--- src/logic/busDatapathPkg.sv ---
package busDatapathPkg;
	localparam int wordWidth = 32;
	localparam int regCount = 16;
	localparam int addrWidth = 9;
	localparam int memWords = 512;
	localparam int busSrcCount = 24;
	localparam int loadEnWidth = 16;
	localparam int aluOpWidth = 5;

	typedef logic [wordWidth-1:0] wordT;
	typedef logic [3:0] regIndexT;
	typedef logic [addrWidth-1:0] addrT;
	typedef logic [busSrcCount-1:0] busSelT;
	typedef logic [loadEnWidth-1:0] loadEnT;
	typedef logic [aluOpWidth-1:0] aluOpT;

	// bus sources, r0..r15 occupy bits 0 to 15
	localparam int busSrcR0 = 0;
	localparam int busSrcR15 = 15;
	localparam int busSrcHi = 16;
	localparam int busSrcLo = 17;
	localparam int busSrcZHigh = 18;
	localparam int busSrcZLow = 19;
	localparam int busSrcPc = 20;
	localparam int busSrcMdr = 21;
	localparam int busSrcInPort = 22;
	localparam int busSrcC = 23; // sign-extended IR constant

	localparam int ldHi = 0;
	localparam int ldLo = 1;
	localparam int ldZ = 2;
	localparam int ldPc = 3;
	localparam int ldMdr = 4;
	localparam int ldIr = 5;
	localparam int ldMar = 6;
	localparam int ldY = 7;
	localparam int ldOutPort = 8;
	localparam int ldInPort = 9;
	localparam int ldCon = 10;

	localparam aluOpT aluAdd = 5'd0;
	localparam aluOpT aluSub = 5'd1;
	localparam aluOpT aluAnd = 5'd2;
	localparam aluOpT aluOr = 5'd3;
	localparam aluOpT aluShr = 5'd4;
	localparam aluOpT aluShra = 5'd5;
	localparam aluOpT aluShl = 5'd6;
	localparam aluOpT aluRor = 5'd7;
	localparam aluOpT aluRol = 5'd8;
	localparam aluOpT aluMul = 5'd9;
	localparam aluOpT aluNeg = 5'd10;
	localparam aluOpT aluNot = 5'd11;
	localparam aluOpT aluIncPc = 5'd12;
endpackage

--- src/logic/specialRegisters.sv ---
`timescale 1ns/100ps
module specialRegisters (
	input logic clk,
	input logic rstN,
	input busDatapathPkg::wordT bus,
	input logic [2*busDatapathPkg::wordWidth-1:0] aluResult,
	input busDatapathPkg::loadEnT loadEn,
	input busDatapathPkg::wordT inPortData,
	output busDatapathPkg::wordT pc,
	output busDatapathPkg::wordT ir,
	output busDatapathPkg::wordT hi,
	output busDatapathPkg::wordT lo,
	output busDatapathPkg::wordT zHigh,
	output busDatapathPkg::wordT zLow,
	output busDatapathPkg::wordT inPort,
	output busDatapathPkg::wordT outPort
);
	always_ff @(posedge clk or negedge rstN) begin
		if (!rstN) begin
			pc <= '0;
			ir <= '0;
			hi <= '0;
			lo <= '0;
			zHigh <= '0;
			zLow <= '0;
			inPort <= '0;
			outPort <= '0;
		end else begin
			if (loadEn[busDatapathPkg::ldPc]) pc <= bus;
			if (loadEn[busDatapathPkg::ldIr]) ir <= bus;
			if (loadEn[busDatapathPkg::ldHi]) hi <= bus;
			if (loadEn[busDatapathPkg::ldLo]) lo <= bus;
			if (loadEn[busDatapathPkg::ldZ]) begin
				{zHigh, zLow} <= aluResult; // both halves in one step
			end
			if (loadEn[busDatapathPkg::ldInPort]) inPort <= inPortData; // external pins
			if (loadEn[busDatapathPkg::ldOutPort]) outPort <= bus;
		end
	end
endmodule

--- config.mk ---
export PLATFORM = sky130hd
export DESIGN_NAME = specialRegisters
export DESIGN_NICKNAME = d
export VERILOG_FILES = /design/src/logic/busDatapathPkg.sv /design/src/logic/specialRegisters.sv
export SDC_FILE = /design/constraint.sdc
export NUM_CORES = 1
export LEC_CHECK = 0
export BUFFER_PORTS_ARGS = -buffer_cell sky130_fd_sc_hd__buf_2
export CAP_MARGIN = 40
export CORE_AREA = 4 4 206 208
export DETAILED_ROUTE_END_ITERATION = 6
export DIE_AREA = 0 0 210 212
export PLACE_DENSITY = 0.46
export SLEW_MARGIN = 20
export SYNTH_ARGS = -nofsm -noshare
export SYNTH_HDL_FRONTEND = slang
export SYNTH_SLANG_ARGS = --single-unit
--- constraint.sdc ---
create_clock -name clk -period 1.15 [get_ports clk]
set_clock_uncertainty 0.2 [all_clocks]
set_input_delay 0.115 -clock clk [delete_from_list [all_inputs] [get_ports clk]]
set_output_delay 0.115 -clock clk [all_outputs]
set_load 0.02 [all_outputs]
==> flow_summary.yaml, run 1 <==
synthesis:
  avgSynthCellArea_sq_um: 18.44
  syn_nets: 689
  ys_warn_count: 0
  ys_seq_elements: 256
  syn_area_sq_um: 10010
  synthDistinctLibCells: 5
  synthCells: 543
  ys_seq_area_frac: 0.6398
floorplan:
  ios: 402
  initial_core_util: 0.2469
  rows: 74
  die_x_um: 210
  coreArea_sq_um: 40550
  die_y_um: 212
  die_area_sq_um: 44520
placement:
  port_buffers: 392
  placed_cell_area_sq_um: 12740
  gp_congestion: 0.7332
  place_hpwl_mm: 19.95
setup_path:
  r2r_cells: 3
  end_kind: "primary output"
  worst_path_max_delay_cell: "dfrtp_1"
  worstPathArrival_ns: 1.11
  worst_path_dominant_cell_family: "flip-flops"
  reg2reg_from: "zLow[26]"
  path_class: "reg2out"
  worstSetupStartpointType: "flip-flop"
  cp_max_fo: 2
  cp.required_ns: 0.83
  max_stage_delay_ns: 0.41
  worstSetupStartpoint: "zHigh[29]"
  worst-path-buf-inv: 1
  worst-path-stages: 1
  cp_cell_sequence: "buf_6"
min_path:
  hold_depth: 2
  hold_start: "loadEn[2]"
  hp-class: "in2reg"
run_status:
  failed_checks: "negative hold slack, negative setup slack"
  status: "finished, violations left"
drt:
  first_pass_iters: 4
  dr_total_vias: 7139
  route.top_layer_used: "met4"
  dr_wl_met2_mm: 16.09
  routedLengthMet1_mm: 12.19
  wl_met3_mm: 1.706
  wirelength_mm: 30.86
  wl_per_cell_um: 17.64
  ant_nets: 0
  viasPerCell: 4.082
  first_iter_violations: 217
  drc: 0
flow_run:
  max-cap-violations: 0
power_and_ir_drop:
  p_leak_nw: 8.221
  pwr-share-seq: 0.412
  power_frac_comb: 0.247
  powerDensity_nw_per_um2: 1477
  clkPwrFrac: 0.341
  ir_worst_vdd_mv: 0.9947
  switching_share: 0.2712
  p_switching_mw: 6.977
  internal-power_mw: 18.75
sta:
  finalHoldViolations: 73
  fin_crit_sh: 1.239
  period_minus_slack_ns: 1.425
  max_clock_freq_mhz: 701.7
  holdWs_ns: -0.2085
  rsz0062_at_grt: "yes"
  timing.final.max_slew_violations: 0
  tightest_slew_ns: 0.3420
  finalSetupViolCount: 316
  slew_headroom: 0.7720
  finalWorstSetupSlack_ns: -0.2751
clock_network:
  cts_max_level: 1
  cts_sinks: 256
  cts_tree: "done"
  worstSkewPairLatency_ns: 0.54
  clockBufferDepth: 3
  cts_buffers: 29
  root_buffer: "clkbuf_16"
  cts.clk_slew.worst_paths_ns: 0.06
  cts_hold_buffers: 135
layout:
  final_common_cell: "buf_6"
  layout-drive-gt1-share: 0.6730
  num_antenna_cells: 0
  layout_common_cells: "271 x buf_6, 256 x dfrtp_1, 167 x mux2_2, 135 x dlygate4sd3_1, 130 x buf_2"
  stdcell_area_sq_um: 17420
  final_nets: 1344
  ff_latch_area_sq_um: 6406
  fillers: 3635
  multiInputGateArea_sq_um: 3217
  area_growth_pct: 73.95
global_route:
  first_global_vias: 7996
  grt_pass1_wl_mm: 46.00
  grt-ovfl-total: 0
  antenna_found_initial: 0
  grtUsageTotal: 0.1287
  grt_start_max_net_pins: 49
-- per-stage QoR --
stage	setup TNS (ns)	instances	power [mW]	utilization	setup WS, ns
global route	-74.54	1749	26.87	0.4295	-0.3178
finish	-61.92	1749	25.73	0.4295	-0.2751
global placement	-2.152	1474	14.93	0.3141	-0.04135
detailed placement	-3.122	1474	14.95	0.3141	-0.06331
floorplan	0	543	13.05	-	0.1037
CTS	-72.35	1708	25.86	0.4181	-0.3073
-- power groups by stage --
| stage | combinational, mW | clock [mW] | sequential, mW |
|---|---|---|---|
| after floorplan | 1.40 | 0 | 11.7 |
| after global placement | 4.40 | 0 | 10.5 |
| after detailed placement | 4.43 | 0 | 10.5 |
| after CTS | 6.11 | 9.15 | 10.6 |
| after global routing | 6.69 | 9.47 | 10.7 |
| final | 6.36 | 8.77 | 10.6 |
-- what timing repair did --
action                     4_1_cts  5_1_grt
cloned                           0        4
setup endpoints to repair      256      314
resized for setup              512       26
setup buffers                   49       40
hold endpoints to repair       512       77
-- flip-flops by register name, summed over array words and instances, names as in the netlist --
signal / cells
hi: 32
inPort: 32
ir: 32
lo: 32
outPort: 32
pc: 32
zHigh: 32
zLow: 32
-- cell families (layout without fill, tap and decap cells) --
logic type  Yosys count  count (layout)  share of synthesized area
buf+inv              31             705                    0.04011
mux                 256             256                     0.3201
flops               256             256                     0.6398
-- layout make-up --
| class | instances | area share |
|---|---|---|
| clock buffers | 41 | 0.04712 |
| clock inverters | 9 | 0.004382 |
| multi-input cells | 256 | 0.1847 |
| flip-flops and latches | 256 | 0.3678 |
| well taps | 532 | 0.03822 |
| repair buffers | 655 | 0.3578 |
-- worst paths after layout --
check / to / slack [ns]
min in group asynchronous: pc[16] / -0.14
setup / recovery: zHigh[29] / -0.28
hold reg to reg: inPort[14] / 0.33
setup reg to reg: zLow[26] / -0.08
hold / removal: zLow[30] / -0.21
max in group asynchronous: inPort[29] / 0.31
-- cell usage after synthesis (all sizes together) --
cell type / n / area share
dfrtp: 256 / 0.64
buf: 31 / 0.040
mux2: 256 / 0.32
-- metal layers --
layer,up-vias,global-route usage
li1,3227,-
met5,-,0
met4,0,0.04388
met3,57,0.02789
met1,3639,0.1514
met2,216,0.2334
(Power assumes the default switching activity.)
==> inputs of run 2 (changes only) <==
--- a/config.mk
+++ b/config.mk
@@ -5,12 +5,13 @@
 export SDC_FILE = /design/constraint.sdc
 export NUM_CORES = 1
 export LEC_CHECK = 0
+export ABC_AREA = 1
 export BUFFER_PORTS_ARGS = -buffer_cell sky130_fd_sc_hd__buf_2
 export CAP_MARGIN = 40
-export CORE_AREA = 4 4 206 208
+export CORE_AREA = 4 4 203 205
 export DETAILED_ROUTE_END_ITERATION = 6
-export DIE_AREA = 0 0 210 212
-export PLACE_DENSITY = 0.46
+export DIE_AREA = 0 0 207 209
+export PLACE_DENSITY = 0.47
 export SLEW_MARGIN = 20
 export SYNTH_ARGS = -nofsm -noshare
 export SYNTH_HDL_FRONTEND = slang
==> run 2 against run 1 <==
  * The run still ends with negative hold slack, negative setup slack left
  * Clock-buffer cell count up 5
  * Register-to-register slack gained 0.17 ns
  * Largest cell class is now non-clock buffers
  * Worst hold slack lost 0.011 ns
  * Via count grew 33%
==> flow_summary.yaml, run 2 <==
run_status:
  status: "finished, violations left"
  failed_checks: "negative hold slack, negative setup slack"
layout:
  ff_latch_area_sq_um: 6406
  area_growth_pct: 78.70
  num_antenna_cells: 0
  layout_common_cells: "768 x nand2_1, 257 x buf_6, 256 x dfrtp_1, 149 x buf_4, 139 x dlygate4sd3_1"
  multiInputGateArea_sq_um: 2883
  final_util: 0.4419
  layout-drive-gt1-share: 0.3399
  final_common_cell: "nand2_1"
  final_nets: 1914
  fillers: 3792
global_route:
  grt_start_max_net_pins: 59
  grt-ovfl-total: 0
  grt_pass1_wl_mm: 56.74
  first_global_vias: 9828
  antenna_found_initial: 0
  grtUsageTotal: 0.1614
sta:
  setup_tns_ns: -61.37
  finalSetupViolCount: 265
  holdWs_ns: -0.2197
  max_clock_freq_mhz: 687.5
  finalHoldViolations: 67
  rsz0062_at_grt: "yes"
  fin_crit_sh: 1.265
  finalWorstSetupSlack_ns: -0.3046
  slew_headroom: 0.6896
  tightest_slew_ns: 0.4641
  period_minus_slack_ns: 1.455
  timing.final.max_slew_violations: 0
floorplan:
  die_y_um: 209
  rows: 73
  coreArea_sq_um: 39460
  initial_core_util: 0.2473
  die_area_sq_um: 43260
  die_x_um: 207
  ios: 402
setup_path:
  end_kind: "flip-flop"
  reg2reg_from: "pc[26]"
  max_stage_delay_ns: 0.62
  r2r_cells: 4
  worst_path_dominant_cell_family: "buffers and inverters"
  worstSetupStartpointType: "primary input"
  worstPathArrival_ns: 1.69
  worst-path-stages: 6
  reg2reg_to: "pc[26]"
  worst_path_max_delay_cell: "dlygate4sd3_1"
  cp.required_ns: 1.38
  worstSetupStartpoint: "loadEn[9]"
  crit_path_end: "inPort[14]"
  cp_max_fo: 9
  worst-path-buf-inv: 4
  path_class: "in2reg"
  rrSetupSlack_ns: 0.09
  cp_cell_sequence: "buf_2, dlygate4sd3_1, buf_4, nand2_1, dlygate4sd3_1, nand2_1"
synthesis:
  synth_edf_count: 0
  avgSynthCellArea_sq_um: 8.985
  synth_largest_area_cell: "dfrtp_1"
  syn_area_sq_um: 9758
  yosysMostFrequentCell: "nand2_1"
  synthFlopType: "dfrtp_1"
  synthCells: 1086
  ys_warn_count: 0
  ys_top_cells_by_area: "dfrtp_1 66%, nand2_1 30%, buf_6 2.1%, buf_2 1.5%, clkbuf_8 0.85%"
  synthArstFlopShare: 1.000
  synth_top_area_frac: 0.6565
  synth_common_cells: "768 x nand2_1, 256 x dfrtp_1, 30 x buf_2"
  synthDistinctLibCells: 7
  ys_seq_area_frac: 0.6565
  ys_seq_elements: 256
  syn_nets: 1232
drt:
  wirelength_mm: 36.57
  first_pass_iters: 4
  first_iter_violations: 408
  dr_total_vias: 9466
  wl_per_cell_um: 15.82
  viasPerCell: 4.096
  ant_nets: 0
  drc: 0
flow_run:
  max-cap-violations: 0
clock_network:
  clockBufferDepth: 3
  cts.clk_slew.worst_paths_ns: 0.06
  cts_sinks: 256
  worstSkewPairLatency_ns: 0.54
  root_buffer: "clkbuf_16"
  cts_buffers: 29
  cts_tree: "done"
  cts_max_level: 1
placement:
  gp_congestion: 0.7569
  place_hpwl_mm: 24.59
  port_buffers: 392
power_and_ir_drop:
  ir_worst_vdd_mv: 0.9940
  p_leak_nw: 9.468
  power.total_mw: 25.04
  powerDensity_nw_per_um2: 1436
min_path:
  hp-class: "in2async"
[run 2: kinds of logic (layout without fill, tap and decap cells)]
kind of cell           Yosys count  in the layout  synth area share
AND/OR/NAND/NOR                768            768            0.2954
flip-flops                     256            256            0.6565
buffers and inverters           62            762           0.04808
[run 2: worst min path at each step]
| stage | from | to | cells after the start |
|---|---|---|---|
| 4_1_cts | rstN | lo[23] | 2 |
| 3_3_place_gp | rstN | outPort[22] | 1 |
| 2_1_floorplan | rstN | hi[0] | 0 |
| 3_5_place_dp | rstN | lo[23] | 1 |
| 5_1_grt | rstN | outPort[23] | 2 |
| 6_report | rstN | lo[23] | 2 |
[run 2: power breakdown]
part / internal [mW] / total, mW / switching, mW
Clock: 5.22 / 8.80 / 3.58
Combinational: 2.96 / 5.81 / 2.85
Sequential: 9.82 / 10.4 / 0.615
[run 2: metal layers]
metal	share of wire	GRT usage
met1	0.40	0.1949
met2	0.51	0.2891
met5	0	0
met3	0.059	0.03528
met4	0.029	0.04834
[run 2: layout make-up]
type	count	area share
repair buffers	706	0.3769
clock buffers	46	0.04872
well taps	525	0.03767
flip-flops and latches	256	0.3674
inverters	7	0.001507
clock inverters	3	0.002511
multi-input cells	768	0.1653
[run 2: through the flow]
stage	std cells	area, sq um	setup slack (ns)
after floorplan	1086	9758	0.2740
after global placement	1999	12590	0.1775
after detailed placement	1999	12590	0.1716
after CTS	2278	17240	-0.3174
after global routing	2311	17440	-0.3223
final	2311	17440	-0.3046
[run 2: what timing repair did]
item                                    CTS  global route
pin swaps                                 0             0
hold buffers                            171             3
endpoints found under the setup margin  256           302
hold endpoints to repair                512           112
resized for setup                       512             6
buffers inserted                         59            61
==> inputs of run 3 (changes only) <==
--- a/config.mk
+++ b/config.mk
@@ -11,7 +11,7 @@
 export CORE_AREA = 4 4 203 205
 export DETAILED_ROUTE_END_ITERATION = 6
 export DIE_AREA = 0 0 207 209
-export PLACE_DENSITY = 0.47
+export PLACE_DENSITY = 0.46
 export SLEW_MARGIN = 20
 export SYNTH_ARGS = -nofsm -noshare
 export SYNTH_HDL_FRONTEND = slang
==> run 3 against run 2 <==
  * The run still ends with negative hold slack, negative setup slack left
  * Final cell count about the same
  * Critical path depth did not move
  * Clock power up 2%
  * Largest power group unchanged
  * Cell area shrank 0.19%
  * Wire length up 1.6%
  * Power is 0.66% higher
  * Clock-buffer cell count unchanged
  * Via count down 0.30%
  * Core utilization shrank 0.086 points
  * Combinational power barely moved
  * Highest routed layer unchanged
  * Worst setup slack improved by 0.020 ns
==> flow_summary.yaml, run 3 (synthesis gave the netlist of run 2 again) <==
placement:
  place_hpwl_mm: 24.14
  dp.cells: 1995
  gp_congestion: 0.7882
  port_buffers: 392
  post-place-ws_ns: 0.02408
drt:
  wl_per_cell_um: 16.09
  first_iter_violations: 421
  drc: 0
  ant_nets: 0
  first_pass_iters: 4
  wirelength_mm: 37.16
  dr_total_vias: 9438
  viasPerCell: 4.087
clock_network:
  cts.clk_slew.worst_paths_ns: 0.06
  root_buffer: "clkbuf_16"
  cts_sinks: 256
  cts_buffers: 29
  cts_tree: "done"
  clockBufferDepth: 3
  worstSkewPairLatency_ns: 0.55
  cts_max_level: 1
floorplan:
  rows: 73
  coreArea_sq_um: 39460
  die_y_um: 209
  initial_core_util: 0.2473
  die_area_sq_um: 43260
  die_x_um: 207
  ios: 402
setup_path:
  cp_max_fo: 14
  path_class: "in2reg"
  end_kind: "flip-flop"
  cp.required_ns: 1.39
  worstSetupStartpointType: "primary input"
  worstPathArrival_ns: 1.68
sta:
  rsz0062_at_grt: "yes"
  finalHoldViolations: 46
  timing.final.max_slew_violations: 0
  holdWs_ns: -0.2043
  finalSetupViolCount: 280
  fin_crit_sh: 1.247
  max_clock_freq_mhz: 697.3
  period_minus_slack_ns: 1.434
  slew_headroom: 0.6205
  setup_tns_ns: -64.01
  tightest_slew_ns: 0.5685
  finalWorstSetupSlack_ns: -0.2841
min_path:
  hp-class: "in2async"
global_route:
  first_global_vias: 9976
  grt_pass1_wl_mm: 58.03
  grtUsageTotal: 0.1656
  grt-ovfl-total: 0
  antenna_found_initial: 0
  grt_start_max_net_pins: 56
power_and_ir_drop:
  p_leak_nw: 9.436
  powerDensity_nw_per_um2: 1449
  ir_worst_vdd_mv: 1.009
layout:
  multiInputGateArea_sq_um: 2883
  layout-drive-gt1-share: 0.3397
  final_nets: 1909
  layout_common_cells: "768 x nand2_1, 256 x dfrtp_1, 256 x buf_6, 145 x buf_4, 141 x dlygate4sd3_1"
  area_growth_pct: 78.36
  fillers: 3751
  final_cells: 2309
  final_common_cell: "nand2_1"
  num_antenna_cells: 0
  ff_latch_area_sq_um: 6406
flow_run:
  max-cap-violations: 0
run_status:
  status: "finished, violations left"
  failed_checks: "negative hold slack, negative setup slack"
==> run 3: final timing paths <==
| check | cells past startpoint | start | slack [ns] | end |
|---|---|---|---|---|
| min in group clk | 4 | loadEn[2] | -0.12 | zLow[16] |
| setup / recovery | 6 | loadEn[9] | -0.28 | inPort[9] |
| max in group asynchronous | 3 | rstN | 0.42 | inPort[27] |
| setup reg to reg | 4 | inPort[28] | 0.08 | inPort[28] |
| hold / removal | 2 | rstN | -0.20 | pc[31] |
| hold reg to reg | 2 | ir[12] | 0.29 | ir[12] |
==> run 3: worst max-delay path: stages <==
cell and delay [ns]:
buf_2 0.09, dlygate4sd3_1 0.61, buf_4 0.21, nand2_1 0.06, dlygate4sd3_1 0.54, nand2_1 0.05
==> run 3: cell type report <==
cell class | instances | share of cell area
multi-input cells | 768 | 0.1656
clock buffers | 46 | 0.04939
clock inverters | 6 | 0.003523
repair buffers | 701 | 0.3741
well taps | 525 | 0.03774
flip-flops and latches | 256 | 0.3681
inverters | 7 | 0.001510
==> run 3: where the power goes <==
part           internal, mW  leakage, nW  total [mW]  switching [mW]
Clock                  5.31        0.450        8.99            3.68
Combinational          2.94         5.87        5.78            2.85
Sequential             9.82         3.12        10.4           0.621
==> run 3: repair_timing <==
action / 4_1_cts / 5_1_grt
hold buffers: 184 / 3
endpoints found under the hold margin: 512 / 88
gates resized for setup: 512 / 6
endpoints found under the setup margin: 256 / 349
buffers inserted: 58 / 60
==> run 3: per-stage QoR <==
step	hold slack (ns)	util	instance area (sq um)	power, mW
after CTS	-0.2345	0.4393	17330	25.38
after detailed placement	-0.2188	0.3177	12530	14.35
after global routing	-0.2137	0.4411	17400	26.44
final	-0.2043	0.4411	17400	25.21
after floorplan	-0.3806	-	9758	12.39
after global placement	-0.2211	0.3177	12530	14.31
==> run 3: layer usage <==
layer  part of all wire  global-route usage  wire (um)
met4              0.031             0.05404       1149
met5                  0                   0          0
met1               0.41              0.2023      15120
met3              0.057             0.03918       2132
met2               0.50              0.2896      18760
