File: src/logic/busDatapathPkg.sv
package busDatapathPkg;
	localparam int wordWidth = 32;
	localparam int regCount = 16;
	localparam int addrWidth = 9;
	localparam int memWords = 512;
	localparam int busSrcCount = 24;
	localparam int loadEnWidth = 16;
	localparam int aluOpWidth = 5;

	typedef logic [wordWidth-1:0] wordT;
	typedef logic [3:0] regIndexT;
	typedef logic [addrWidth-1:0] addrT;
	typedef logic [busSrcCount-1:0] busSelT;
	typedef logic [loadEnWidth-1:0] loadEnT;
	typedef logic [aluOpWidth-1:0] aluOpT;

	// bus sources, r0..r15 occupy bits 0 to 15
	localparam int busSrcR0 = 0;
	localparam int busSrcR15 = 15;
	localparam int busSrcHi = 16;
	localparam int busSrcLo = 17;
	localparam int busSrcZHigh = 18;
	localparam int busSrcZLow = 19;
	localparam int busSrcPc = 20;
	localparam int busSrcMdr = 21;
	localparam int busSrcInPort = 22;
	localparam int busSrcC = 23; // sign-extended IR constant

	localparam int ldHi = 0;
	localparam int ldLo = 1;
	localparam int ldZ = 2;
	localparam int ldPc = 3;
	localparam int ldMdr = 4;
	localparam int ldIr = 5;
	localparam int ldMar = 6;
	localparam int ldY = 7;
	localparam int ldOutPort = 8;
	localparam int ldInPort = 9;
	localparam int ldCon = 10;

	localparam aluOpT aluAdd = 5'd0;
	localparam aluOpT aluSub = 5'd1;
	localparam aluOpT aluAnd = 5'd2;
	localparam aluOpT aluOr = 5'd3;
	localparam aluOpT aluShr = 5'd4;
	localparam aluOpT aluShra = 5'd5;
	localparam aluOpT aluShl = 5'd6;
	localparam aluOpT aluRor = 5'd7;
	localparam aluOpT aluRol = 5'd8;
	localparam aluOpT aluMul = 5'd9;
	localparam aluOpT aluNeg = 5'd10;
	localparam aluOpT aluNot = 5'd11;
	localparam aluOpT aluIncPc = 5'd12;
endpackage

File: src/logic/busMux.sv
`timescale 1ns/100ps
module busMux (
	input busDatapathPkg::busSelT busSel,
	input busDatapathPkg::wordT regs [busDatapathPkg::regCount],
	input busDatapathPkg::wordT regOut,
	input logic regRead,
	input busDatapathPkg::wordT cSignExt,
	input busDatapathPkg::wordT hi,
	input busDatapathPkg::wordT lo,
	input busDatapathPkg::wordT zHigh,
	input busDatapathPkg::wordT zLow,
	input busDatapathPkg::wordT pc,
	input busDatapathPkg::wordT mdr,
	input busDatapathPkg::wordT inPort,
	output busDatapathPkg::wordT bus
);
	logic [4:0] srcIndex;
	logic srcValid;

	always_comb begin
		srcIndex = '0;
		srcValid = 1'b0;
		for (int i = 0; i < busDatapathPkg::busSrcCount; i++) begin
			if (busSel[i]) begin
				srcIndex = 5'(i);
				srcValid = 1'b1;
			end
		end
	end

	always_comb begin
		bus = '0; // idle bus reads zero
		if (regRead) begin
			bus = regOut; // IR-selected register wins
		end else if (srcValid) begin
			if (srcIndex <= 5'(busDatapathPkg::busSrcR15)) begin
				bus = regs[4'(srcIndex - 5'(busDatapathPkg::busSrcR0))];
			end else begin
				case (srcIndex)
					5'(busDatapathPkg::busSrcHi): bus = hi;
					5'(busDatapathPkg::busSrcLo): bus = lo;
					5'(busDatapathPkg::busSrcZHigh): bus = zHigh;
					5'(busDatapathPkg::busSrcZLow): bus = zLow;
					5'(busDatapathPkg::busSrcPc): bus = pc;
					5'(busDatapathPkg::busSrcMdr): bus = mdr;
					5'(busDatapathPkg::busSrcInPort): bus = inPort;
					5'(busDatapathPkg::busSrcC): bus = cSignExt;
					default: bus = '0;
				endcase
			end
		end
	end

	always_comb begin
		assert final ($onehot0(busSel) && !(regRead && (|busSel)))
			else $error("busMux: bus select not one-hot or clashes with regRead");
	end
endmodule

File: config.mk
export PLATFORM = sky130hd
export DESIGN_NAME = busMux
export DESIGN_NICKNAME = d
export VERILOG_FILES = /design/src/logic/busDatapathPkg.sv /design/src/logic/busMux.sv
export SDC_FILE = /design/constraint.sdc
export NUM_CORES = 1
export LEC_CHECK = 0
export BUFFER_PORTS_ARGS = -buffer_cell sky130_fd_sc_hd__buf_4
export CAP_MARGIN = 15
export CELL_PAD_IN_SITES_DETAIL_PLACEMENT = 1
export CELL_PAD_IN_SITES_GLOBAL_PLACEMENT = 2
export CORE_AREA = 2 2 333 335
export DETAILED_ROUTE_END_ITERATION = 16
export DIE_AREA = 0 0 335 337
export PLACE_DENSITY = 0.42
export SETUP_SLACK_MARGIN = 0.5
export SLEW_MARGIN = 20
export SYNTH_ARGS = -nofsm -noshare
export SYNTH_HDL_FRONTEND = slang
export SYNTH_SLANG_ARGS = --single-unit
File: constraint.sdc
create_clock -name vclk -period 4.35
set_input_delay 1.305 -clock vclk [all_inputs]
set_output_delay 1.305 -clock vclk [all_outputs]
set_load 0.02 [all_outputs]
==> results of run 1 <==
-- synthesized netlist by cell type, types with 4 or more instances --
cell / n
a32oi_1: 44
nor2_1: 14
buf_1: 5
a211oi_1: 20
nor4b_1: 18
buf_2: 20
o2111ai_1: 35
a31oi_1: 15
clkbuf_1: 60
mux2i_1: 165
o22ai_1: 62
buf_4: 19
buf_6: 6
nor4_1: 5
a2111oi_0: 12
a21oi_1: 16
o21ai_0: 9
nand3_1: 48
nor3_1: 18
nand2_1: 338
a222oi_1: 5
and2_1: 4
a221oi_1: 57
mux2_2: 4
a22oi_1: 38
o211ai_1: 10
o21ai_1: 4
-- worst max-delay path, stage by stage --
cell      delay [ns]
buf_6           0.09
nand2b_4        0.12
a221o_1         0.33
a211oi_4        0.25
buf_6           0.15
buf_6           0.10
o21a_4          0.18
buf_6           0.12
buf_12          0.10
buf_16          0.15
buf_12          0.14
nand2_4         0.05
a32oi_4         0.29
buf_6           0.18
a32oi_2         0.11
nor3_2          0.16
buf_4           0.16
-- routing by layer --
layer | vias to the layer above | wire length (microns)
li1 | 6523 | -
met1 | 7014 | 46100
met2 | 595 | 53210
met3 | 60 | 5869
met4 | 6 | 949
met5 | - | 37
-- through the flow --
stage          util, %  setup slack [ns]
2_1_floorplan        -           -0.2718
3_3_place_gp     16.23            -1.460
3_5_place_dp     16.24            -1.385
4_1_cts          17.83            -1.012
5_1_grt          18.62            -1.072
6_report         18.63           -0.9804
-- layout make-up --
class / count / area, sq um
timing repair buffer: 1216 / 10570
antenna: 10 / 25.02
multi-input combinational: 976 / 8030
tap: 1426 / 1784
inverter: 3 / 11.26
fill: 13040 / 89180
-- how the worst max path moves through the flow --
| stage | startpoint | endpoint | slack [ns] |
|---|---|---|---|
| after floorplan | busSel[23] | bus[11] | -0.27 |
| after global placement | busSel[16] | bus[28] | -1.46 |
| after detailed placement | busSel[2] | bus[19] | -1.39 |
| after CTS | busSel[2] | bus[23] | -1.01 |
| after global routing | busSel[2] | bus[4] | -1.07 |
| final | busSel[2] | bus[4] | -0.98 |
-- repair_timing --
item                                    in CTS  in global routing
endpoints found under the setup margin      32                 32
buffers inserted                            36                 21
pin swaps                                   62                 56
resized for setup                          218                114
gates cloned                                 9                  2
-- logic make-up (layout without fill, tap and decap cells) --
group | count (synthesis) | count (layout) | synth area share (%)
compound gates | 343 | 343 | 37.99
simple gates | 464 | 464 | 29.33
other cells | 0 | 10 | 0
buf+inv | 113 | 1219 | 8.169
mux | 169 | 169 | 24.51
-- where the power goes --
part,total [W],internal (W),switching [W]
Sequential,0,0,0
Combinational,0.00230,0.00124,0.00106
Clock,0.000000000276,0.000000000276,0
Total,0.00230,0.00124,0.00106
==> results list, run 1 <==
- For this run, the total global-route usage over all layers was measured as between 10% and 20%.
* Ratio of cells with drive above 1 in the final layout: roughly 66%
* Placer's final routability congestion estimate: about 0.84
- From synthesis to final layout, the design area changed by 195.0%.
* Hold Path Cell Cnt: 4
* Via count: between 10,000 and 15,000
- Derived from the worst setup path, the maximum achievable clock frequency is around 190 MHz.
- The top cell types in the final layout, fill and taps aside, are buf_4, nand2_1, mux2i_1, buf_12, o22ai_1.
- Final hold violation count: 0
- Vias in the first global route: around 16,000
* Share of the yosys chip area belonging to registers: 0%
- Hold buffer count at cts: 0
* Number of non-filler instances in the completed layout: between 3,000 and 4,000
* Failing checks: setup timing
* Max IR drop VDD: 0.03437 mV
* Length of the first detailed-routing pass in iterations: 5
* Final worst path period need: ~5.3 ns
* Die footprint: ~110,000 sq um
- Starting density of the core: 6.316%
- Die Width: 335 microns
- Entering global routing, the biggest net connects 22 pins.
* Max-capacitance violation count: 0
- The first global-routing pass estimated between 100 and 150 mm of wire.
- Yosys printed 0 warnings.
- Global routing consumed, on the met2 layer, between 30% and 40% of the routing resources.
- After detailed placement, the design holds a cell count of 3,553.
- In the synthesized netlist, the number of instances is 1,089.
* Seq_cells: 0
- After routing, the total negative slack on setup checks comes to -29.19 ns.
- Transition at the pin with the smallest max-transition slack: 0.7100 ns
- By startpoint and endpoint, the worst setup path is classified as in -> out.
- Port buffering added about 860 buffers.
- Number of placement rows: ~120
- After synthesis, the largest area contributor takes up a little under a quarter of total cell area.
- Number of max-slew violations in the final report: 0
- Worst min path class: in -> out
- With fillers left out, the area of the finished cells amounts to about 20,000 sq um.
- GR peak layer: met2
- Hold endpoint: bus[4]
- Leaving out fill and tap cells, the most frequent cell in the layout is buf_4.
- In the global route stage, met3 resource usage came out at just under 3%.
- The net count of the finished layout is about 3,000.
- At the worst endpoint, the arrival time is around 4.0 ns.
- The worst path uses 122.5% of the clock period.
- Dividing the detail-routed via count by the number of cells gives between 3 and 4.
- For this run, design rule violations remaining after detail routing come to 0.
* Power density relative to cell area: roughly 110 nW/um^2
* Global routing met1 resource utilization: between 20% and 30%
* Total congestion overflow: 0
- Overall power consumption after layout is estimated at between 0.002 and 0.0025 W.
- In this run, the number of DRC markers left after iteration 0 of detailed routing was 621.
* Sequential Area: 0 sq um
* Placement-stage cell area: approximately 18,000 sq um
- In the final routed layout, each cell accounts on average for ~29 microns.
- Total standard cell area after synthesis: 6923 sq um
- Pin placement for this block handled 857 I/O pins.
- The run finished, with violations left.
- STA classifies the critical path endpoint as an output pin.
- After layout, the worst setup slack is -0.9804 ns.
* Routed wire length: 106.2 mm
* Start point of the worst min-delay path: hi[4]
- From bottom edge to top edge, the die measures between 300 and 400 microns.
- Total leakage power: just over 9 nW
- Number of routed nets with antenna violations: 0
- Post-synthesis cell type with the largest combined area: mux2i_1
- Counting the clock-network buffers in the layout gives 0.
- Half-perimeter wire length of the detailed placement result: roughly 92 mm
- Setup-failing EPs final: 32
- Worst Path Required: ~3 ns
- Area of the core region: between 100,000 and 150,000 sq um
* Net count after synthesis: around 1,900
* Avg Inst Size Synth: approximately 6.4 sq um
- Headroom to the max-slew limit came out at a little over half.
- Top cells by area in the synthesized netlist: mux2i_1, nand2_1, a221oi_1, o22ai_1, a32oi_1
- Maximum fanout along the worst path: 6
- Nature of the critical path startpoint: primary input
* Fin Hold WS: about 3 ns
- Setup repair after global routing missed its margin: yes
* Number of antenna violations at the first check in global routing: 30
- Count of cell types in the netlist: 54
Power figures use the tool's default switching activity.
==> run 2, diff against run 1 <==
--- a/config.mk
+++ b/config.mk
@@ -12,9 +12,10 @@
 export CORE_AREA = 2 2 333 335
 export DETAILED_ROUTE_END_ITERATION = 16
 export DIE_AREA = 0 0 335 337
+export GPL_TIMING_DRIVEN = 0
 export PLACE_DENSITY = 0.42
 export SETUP_SLACK_MARGIN = 0.5
-export SLEW_MARGIN = 20
+export SLEW_MARGIN = 25
 export SYNTH_ARGS = -nofsm -noshare
 export SYNTH_HDL_FRONTEND = slang
 export SYNTH_SLANG_ARGS = --single-unit
==> results list, run 2 (synthesis results as in run 1) <==
* Starting density of the core: under 10%
- Global routing consumed, over all layers together, just under 20% of the routing resources.
- Number of routed nets with antenna violations: 0
- The area growth from synthesis to layout is 183.4%.
* Placer's final routability congestion estimate: ~0.84
- The core region is about 110,000 sq um.
* Fin Hold WS: roughly 3 ns
* Routed wire length: between 100 and 150 mm
* Gate family responsible for the most delay along the worst path: compound AO/OA/AOI/OAI gates
- Total leakage power: approximately 8.3 nW
- Maximum fanout along the worst path: 10
- Top library cells by usage in the layout, fill and taps aside: buf_4, nand2_1, mux2i_1, nand3_1
- Seq_cells: 0
* Largest net degree at the start of global routing: 11
* Vias in the first global route: 15,080
- Detailed routing inserted a total of roughly 14,000 vias.
- Number of max-slew violations in the final report: 0
- Max-cap violations in this run came to 0.
- Half-perimeter wire length of the detailed placement result: 102.5 mm
- The floorplan step defined a die boundary enclosing about 110,000 sq um.
* Final WS setup: -0.9812 ns
- The library cell used most frequently in the layout, excluding fill and tap cells, is buf_4.
- Total buffers and inverters traversed by the critical path: 6
* Power density relative to cell area: between 100 and 150 nW/um^2
- The count of buffers added on input and output ports is ~860.
* Sequential Area: 0 sq um
- Summing all multi-input logic gate instances after layout gives a little under 9000 sq um.
- The die is 335 microns wide.
* Cell area after layout: between 15,000 and 20,000 sq um
- Final period util: 122.6%
- After layout, the design draws a total of roughly 0.0023 W.
* Worst Setup End Kind: output pin
- Nature of the critical path startpoint: primary input
* Clk_buf instances: 0
* Transition at the pin with the smallest max-transition slack: between 0.9 and 1 ns
- Final worst path period need: roughly 5.3 ns
- Setup repair after global routing missed its margin: yes
* Outcome: finished, violations left
- Slowest stage cell, crit path: mux2i_1
* Placement-stage cell area: about 16,000 sq um
* Max IR drop VDD: 0.03314 mV
- First-pass GRT wire length: roughly 150 mm
- Ratio of cells with drive above 1 in the final layout: between 60% and 70%
* CP peak stage delay: roughly 0.36 ns
- Most frequent cell on the critical path: buf_12
- After global routing the overflow that remains totals 0.
* Setup-failing EPs final: 32
* Final hold violation count: 0
* Detailed router's first-iteration violation count: approximately 660
- The initial antenna violation count came to 28.
- Worst Path Required: about 3 ns
* CP Data Arrival Time: 4.03 ns
* Routed via count divided by cell count: between 3 and 4
* Worst rel slew slack: about a third
- After detailed routing, the average wire length per cell comes to ~35 microns.
* Failing checks: setup timing
- Critical path class: in -> out
- DRC: 0
- Counting the fill cells in the layout gives ~13,000.
- The path class of the tightest hold or removal check is in -> out.
- After the last flow step, the layout net total stands at roughly 2,900.
* Number of placement rows: ~120
* IO Pins: 857
* Length of the first detailed-routing pass in iterations: 7
* Cell-by-cell listing of the critical path: buf_6, nand2b_4, a221o_1, a211oi_4, buf_12, o21a_4, buf_12, buf_16, buf_8, mux2i_1, o22ai_1, nor4b_2, a211oi_2, buf_4
- For this run, the top clock speed supported by timing is 187.6 MHz.
* Die extent in y: between 300 and 400 microns
## run 2: changes by cell type in the layout (fill, tap and decap cells not counted), moves of 7 or more
cell      delta
a32oi_1     -13
a32oi_4     +10
buf_12      -39
buf_4      -168
buf_6       -18
clkbuf_1     +7
clkbuf_2    +29
clkbuf_4    +14
mux2i_1     -22
mux2i_4     +23
o22ai_1      -8
o22ai_2      +7
## run 2: through the flow
stage	TNS [ns]	setup WS, ns	utilization (%)	cells
2_1_floorplan	-7.224	-0.2718	-	1089
3_3_place_gp	-87.09	-3.268	14.11	3371
3_5_place_dp	-69.74	-2.486	14.30	3379
4_1_cts	-31.54	-1.052	16.89	3438
5_1_grt	-31.82	-1.076	17.90	3470
6_report	-29.28	-0.9812	17.90	3473
## run 2: final timing paths
path | depth (start not counted) | slack [ns] | endpoint | start
max | 14 | -0.98 | bus[28] | busSel[2]
min | 4 | 3.04 | bus[25] | regOut[25]
## run 2: what timing repair did
action,4_1_cts,5_1_grt
buffers inserted,53,27
gates cloned,6,4
setup endpoints to repair,32,32
hold buffers,0,0
pin swaps,87,67
resized for setup,415,133
## run 2: final cells by class
cell class / count / share of cell area, %
Multi-Input combinational cell: 976 / 45.12
Timing Repair Buffer: 954 / 39.50
Tap cell: 1426 / 9.093
Buffer: 110 / 6.173
Inverter: 3 / 0.05739
Antenna cell: 4 / 0.05101
## run 2: routing by layer
| metal | global-route usage [%] | routed length [microns] |
|---|---|---|
| met1 | 25.48 | 51980 |
| met2 | 36.00 | 59870 |
| met5 | 0 | 37 |
| met3 | 2.933 | 6364 |
| met4 | 1.488 | 1708 |
## run 2: power breakdown
part / total (W) / internal (W) / switching [W]
logic: 0.00235 / 0.00116 / 0.00119
registers: 0 / 0 / 0
clock network: 0.000000000000588 / 0.000000000000563 / 0
==> run 3, diff against run 2 <==
--- a/config.mk
+++ b/config.mk
@@ -13,7 +13,7 @@
 export DETAILED_ROUTE_END_ITERATION = 16
 export DIE_AREA = 0 0 335 337
 export GPL_TIMING_DRIVEN = 0
-export PLACE_DENSITY = 0.42
+export PLACE_DENSITY = 0.51
 export SETUP_SLACK_MARGIN = 0.5
 export SLEW_MARGIN = 25
 export SYNTH_ARGS = -nofsm -noshare
==> results list, run 3 (synthesis results as in run 1) <==
- Across the VDD grid, the largest voltage drop is slightly above 0.04 mV.
- Hold Path Cell Cnt: 4
- Relative to the synthesized area, the layout overhead comes to 180.4%.
- Setup violations remaining at the end of the flow were counted as 32.
* Fin Hold WS: 3.049 ns
* Number of routed nets with antenna violations: 0
* Transition at the pin with the smallest max-transition slack: approximately 0.90 ns
- The post-route netlist has about 66% of its cells at a drive strength greater than 1.
- For this design the total switching power over the nets is approximately 0.0012 W.
- Summing all multi-input logic gate instances after layout gives 8838 sq um.
- Clk_buf instances: 0
- Setup repair after global routing missed its margin: yes
- Summed over all cells, the static leakage comes to 8.244 nW.
- Internal Power: roughly 0.0011 W
- Most common cell after layout, fill and taps aside: buf_4
- Dividing the detail-routed wire length by the instance count gives ~35 microns.
* Sequential power share: 0%
* Die footprint: about 110,000 sq um
- Die extent in y: 337 microns
* IO Pins: between 800 and 900
- Critical path class: in -> out
- The number of global-route vias before repair was approximately 15,000.
- Starting density of the core: between 6 and 7%
* Seq_cells: 0
- Summing over every cut layer, the via total after detailed routing is about 14,000.
* Failing checks: setup timing
- Worst Setup End Kind: output pin
- Power density relative to cell area: between 100 and 150 nW/um^2
* Final worst path period need: around 5.4 ns
- The core region is ~110,000 sq um.
* Routed wire length: between 100 and 150 mm
- DRC: 0
- Maximum fanout along the worst path: 10
* Clock network fraction of design power: 0%
* Number of max-slew violations in the final report: 0
- Worst rel slew slack: between 40% and 50%
* Number of antenna violations at the first check in global routing: 31
- Largest net degree at the start of global routing: 11
- In the post-route analysis, the smallest setup slack over all paths is -1.016 ns.
* Die Width: 335 microns
- Row generation in the floorplan step produced approximately 120 rows.
- Nature of the critical path startpoint: primary input
* Switching part of the total power: between 50% and 60%
* Detailed router's first-iteration violation count: 600
* Final standard cell utilization of the core: between 10% and 20%
- Total congestion overflow: 0
- Routed via count divided by cell count: approximately 4.0
* Share of total power in combinational logic: 100.0%
- Length of the first detailed-routing pass in iterations: 5
* Max-capacitance violation count: 0
- Global Route Usage Sum: roughly 20%
- # fillers: 12,970
- Final period util: 123.3%
- The HPWL after detailed placement is between 100 and 150 mm.
* Worst Path Required: ~3.0 ns
- During placement, the flow inserted port buffers numbering approximately 860.
* Maximum achievable frequency: 186.4 MHz
* CP Data Arrival Time: about 4 ns
- The net count of the finished layout is around 2,900.
* Hold buffer count at cts: 0
* Worst min path class: in -> out
- The final hold violation count was 0.
- Outcome: finished, violations left
- First-pass GRT wire length: ~150 mm
- In the final layout, flip-flops and latches occupy 0 sq um.
- The congestion estimate from routability-driven global placement came to around 0.85.
- Top library cells by usage in the layout, fill and taps aside: buf_4, nand2_1, mux2i_1, o22ai_1, nand3_1
## run 3: changes by cell type in the layout (fill, tap and decap cells not counted), moves of 8 or more
cell / change
diode_2: +11
mux2i_1: +13
mux2i_4: -11
buf_4: +8
## run 3: power groups by stage
stage | clock network (W) | logic (W) | registers [W]
2_1_floorplan | 0 | 0.000633 | 0
3_3_place_gp | 0 | 0.00183 | 0
3_5_place_dp | 0 | 0.00186 | 0
4_1_cts | 0 | 0.00220 | 0
5_1_grt | 0.0000000000913 | 0.00243 | 0
6_report | 0.000000000215 | 0.00230 | 0
## run 3: layout make-up
cell class	count	share of cell area (%)
antenna	15	0.1933
buffer	110	5.981
inverter	3	0.05800
multi-input combinational	976	45.53
tap	1426	9.191
timing repair buffer	945	39.05
## run 3: worst max-delay path, stage by stage
cell and delay, ns:
buf_4 0.13, buf_4 0.21, nor2b_1 0.13, clkbuf_2 0.28, clkbuf_4 0.45, a22oi_1 0.14, o211ai_1 0.60, o21ai_1 0.35
a211oi_2 0.25, buf_4 0.17
## run 3: repair_timing
item	in CTS	in global routing
resized for setup	389	123
pin swaps	66	59
setup buffers	43	28
setup endpoints to repair	32	32
gates cloned	4	3
## run 3: final timing paths
check | to | slack [ns] | from
max | bus[25] | -1.02 | busSel[22]
min | bus[25] | 3.05 | regOut[25]
## run 3: metal layers
layer	part of all wire [%]	GRT usage [%]	up-vias	routed length [microns]
met5	0.085	0	-	103
met4	1.7	2.643	16	2080
met3	6.7	4.181	102	8097
met2	50	36.15	618	60260
met1	42	24.83	6851	50070
li1	-	-	6239	-
## run 3: metrics by stage
| stage | std cells | TNS, ns | power (W) | worst slack (ns) | instance area [sq um] |
|---|---|---|---|---|---|
| 6_report | 3475 | -29.63 | 0.002301 | -1.016 | 19410 |
| 5_1_grt | 3464 | -31.60 | 0.002426 | -1.039 | 19390 |
| 4_1_cts | 3429 | -31.40 | 0.002202 | -1.050 | 18400 |
| 2_1_floorplan | 1089 | -7.224 | 0.0006328 | -0.2718 | 7253 |
| 3_5_place_dp | 3382 | -68.70 | 0.001864 | -2.542 | 15730 |
| 3_3_place_gp | 3371 | -103.71 | 0.001833 | -3.779 | 15460 |
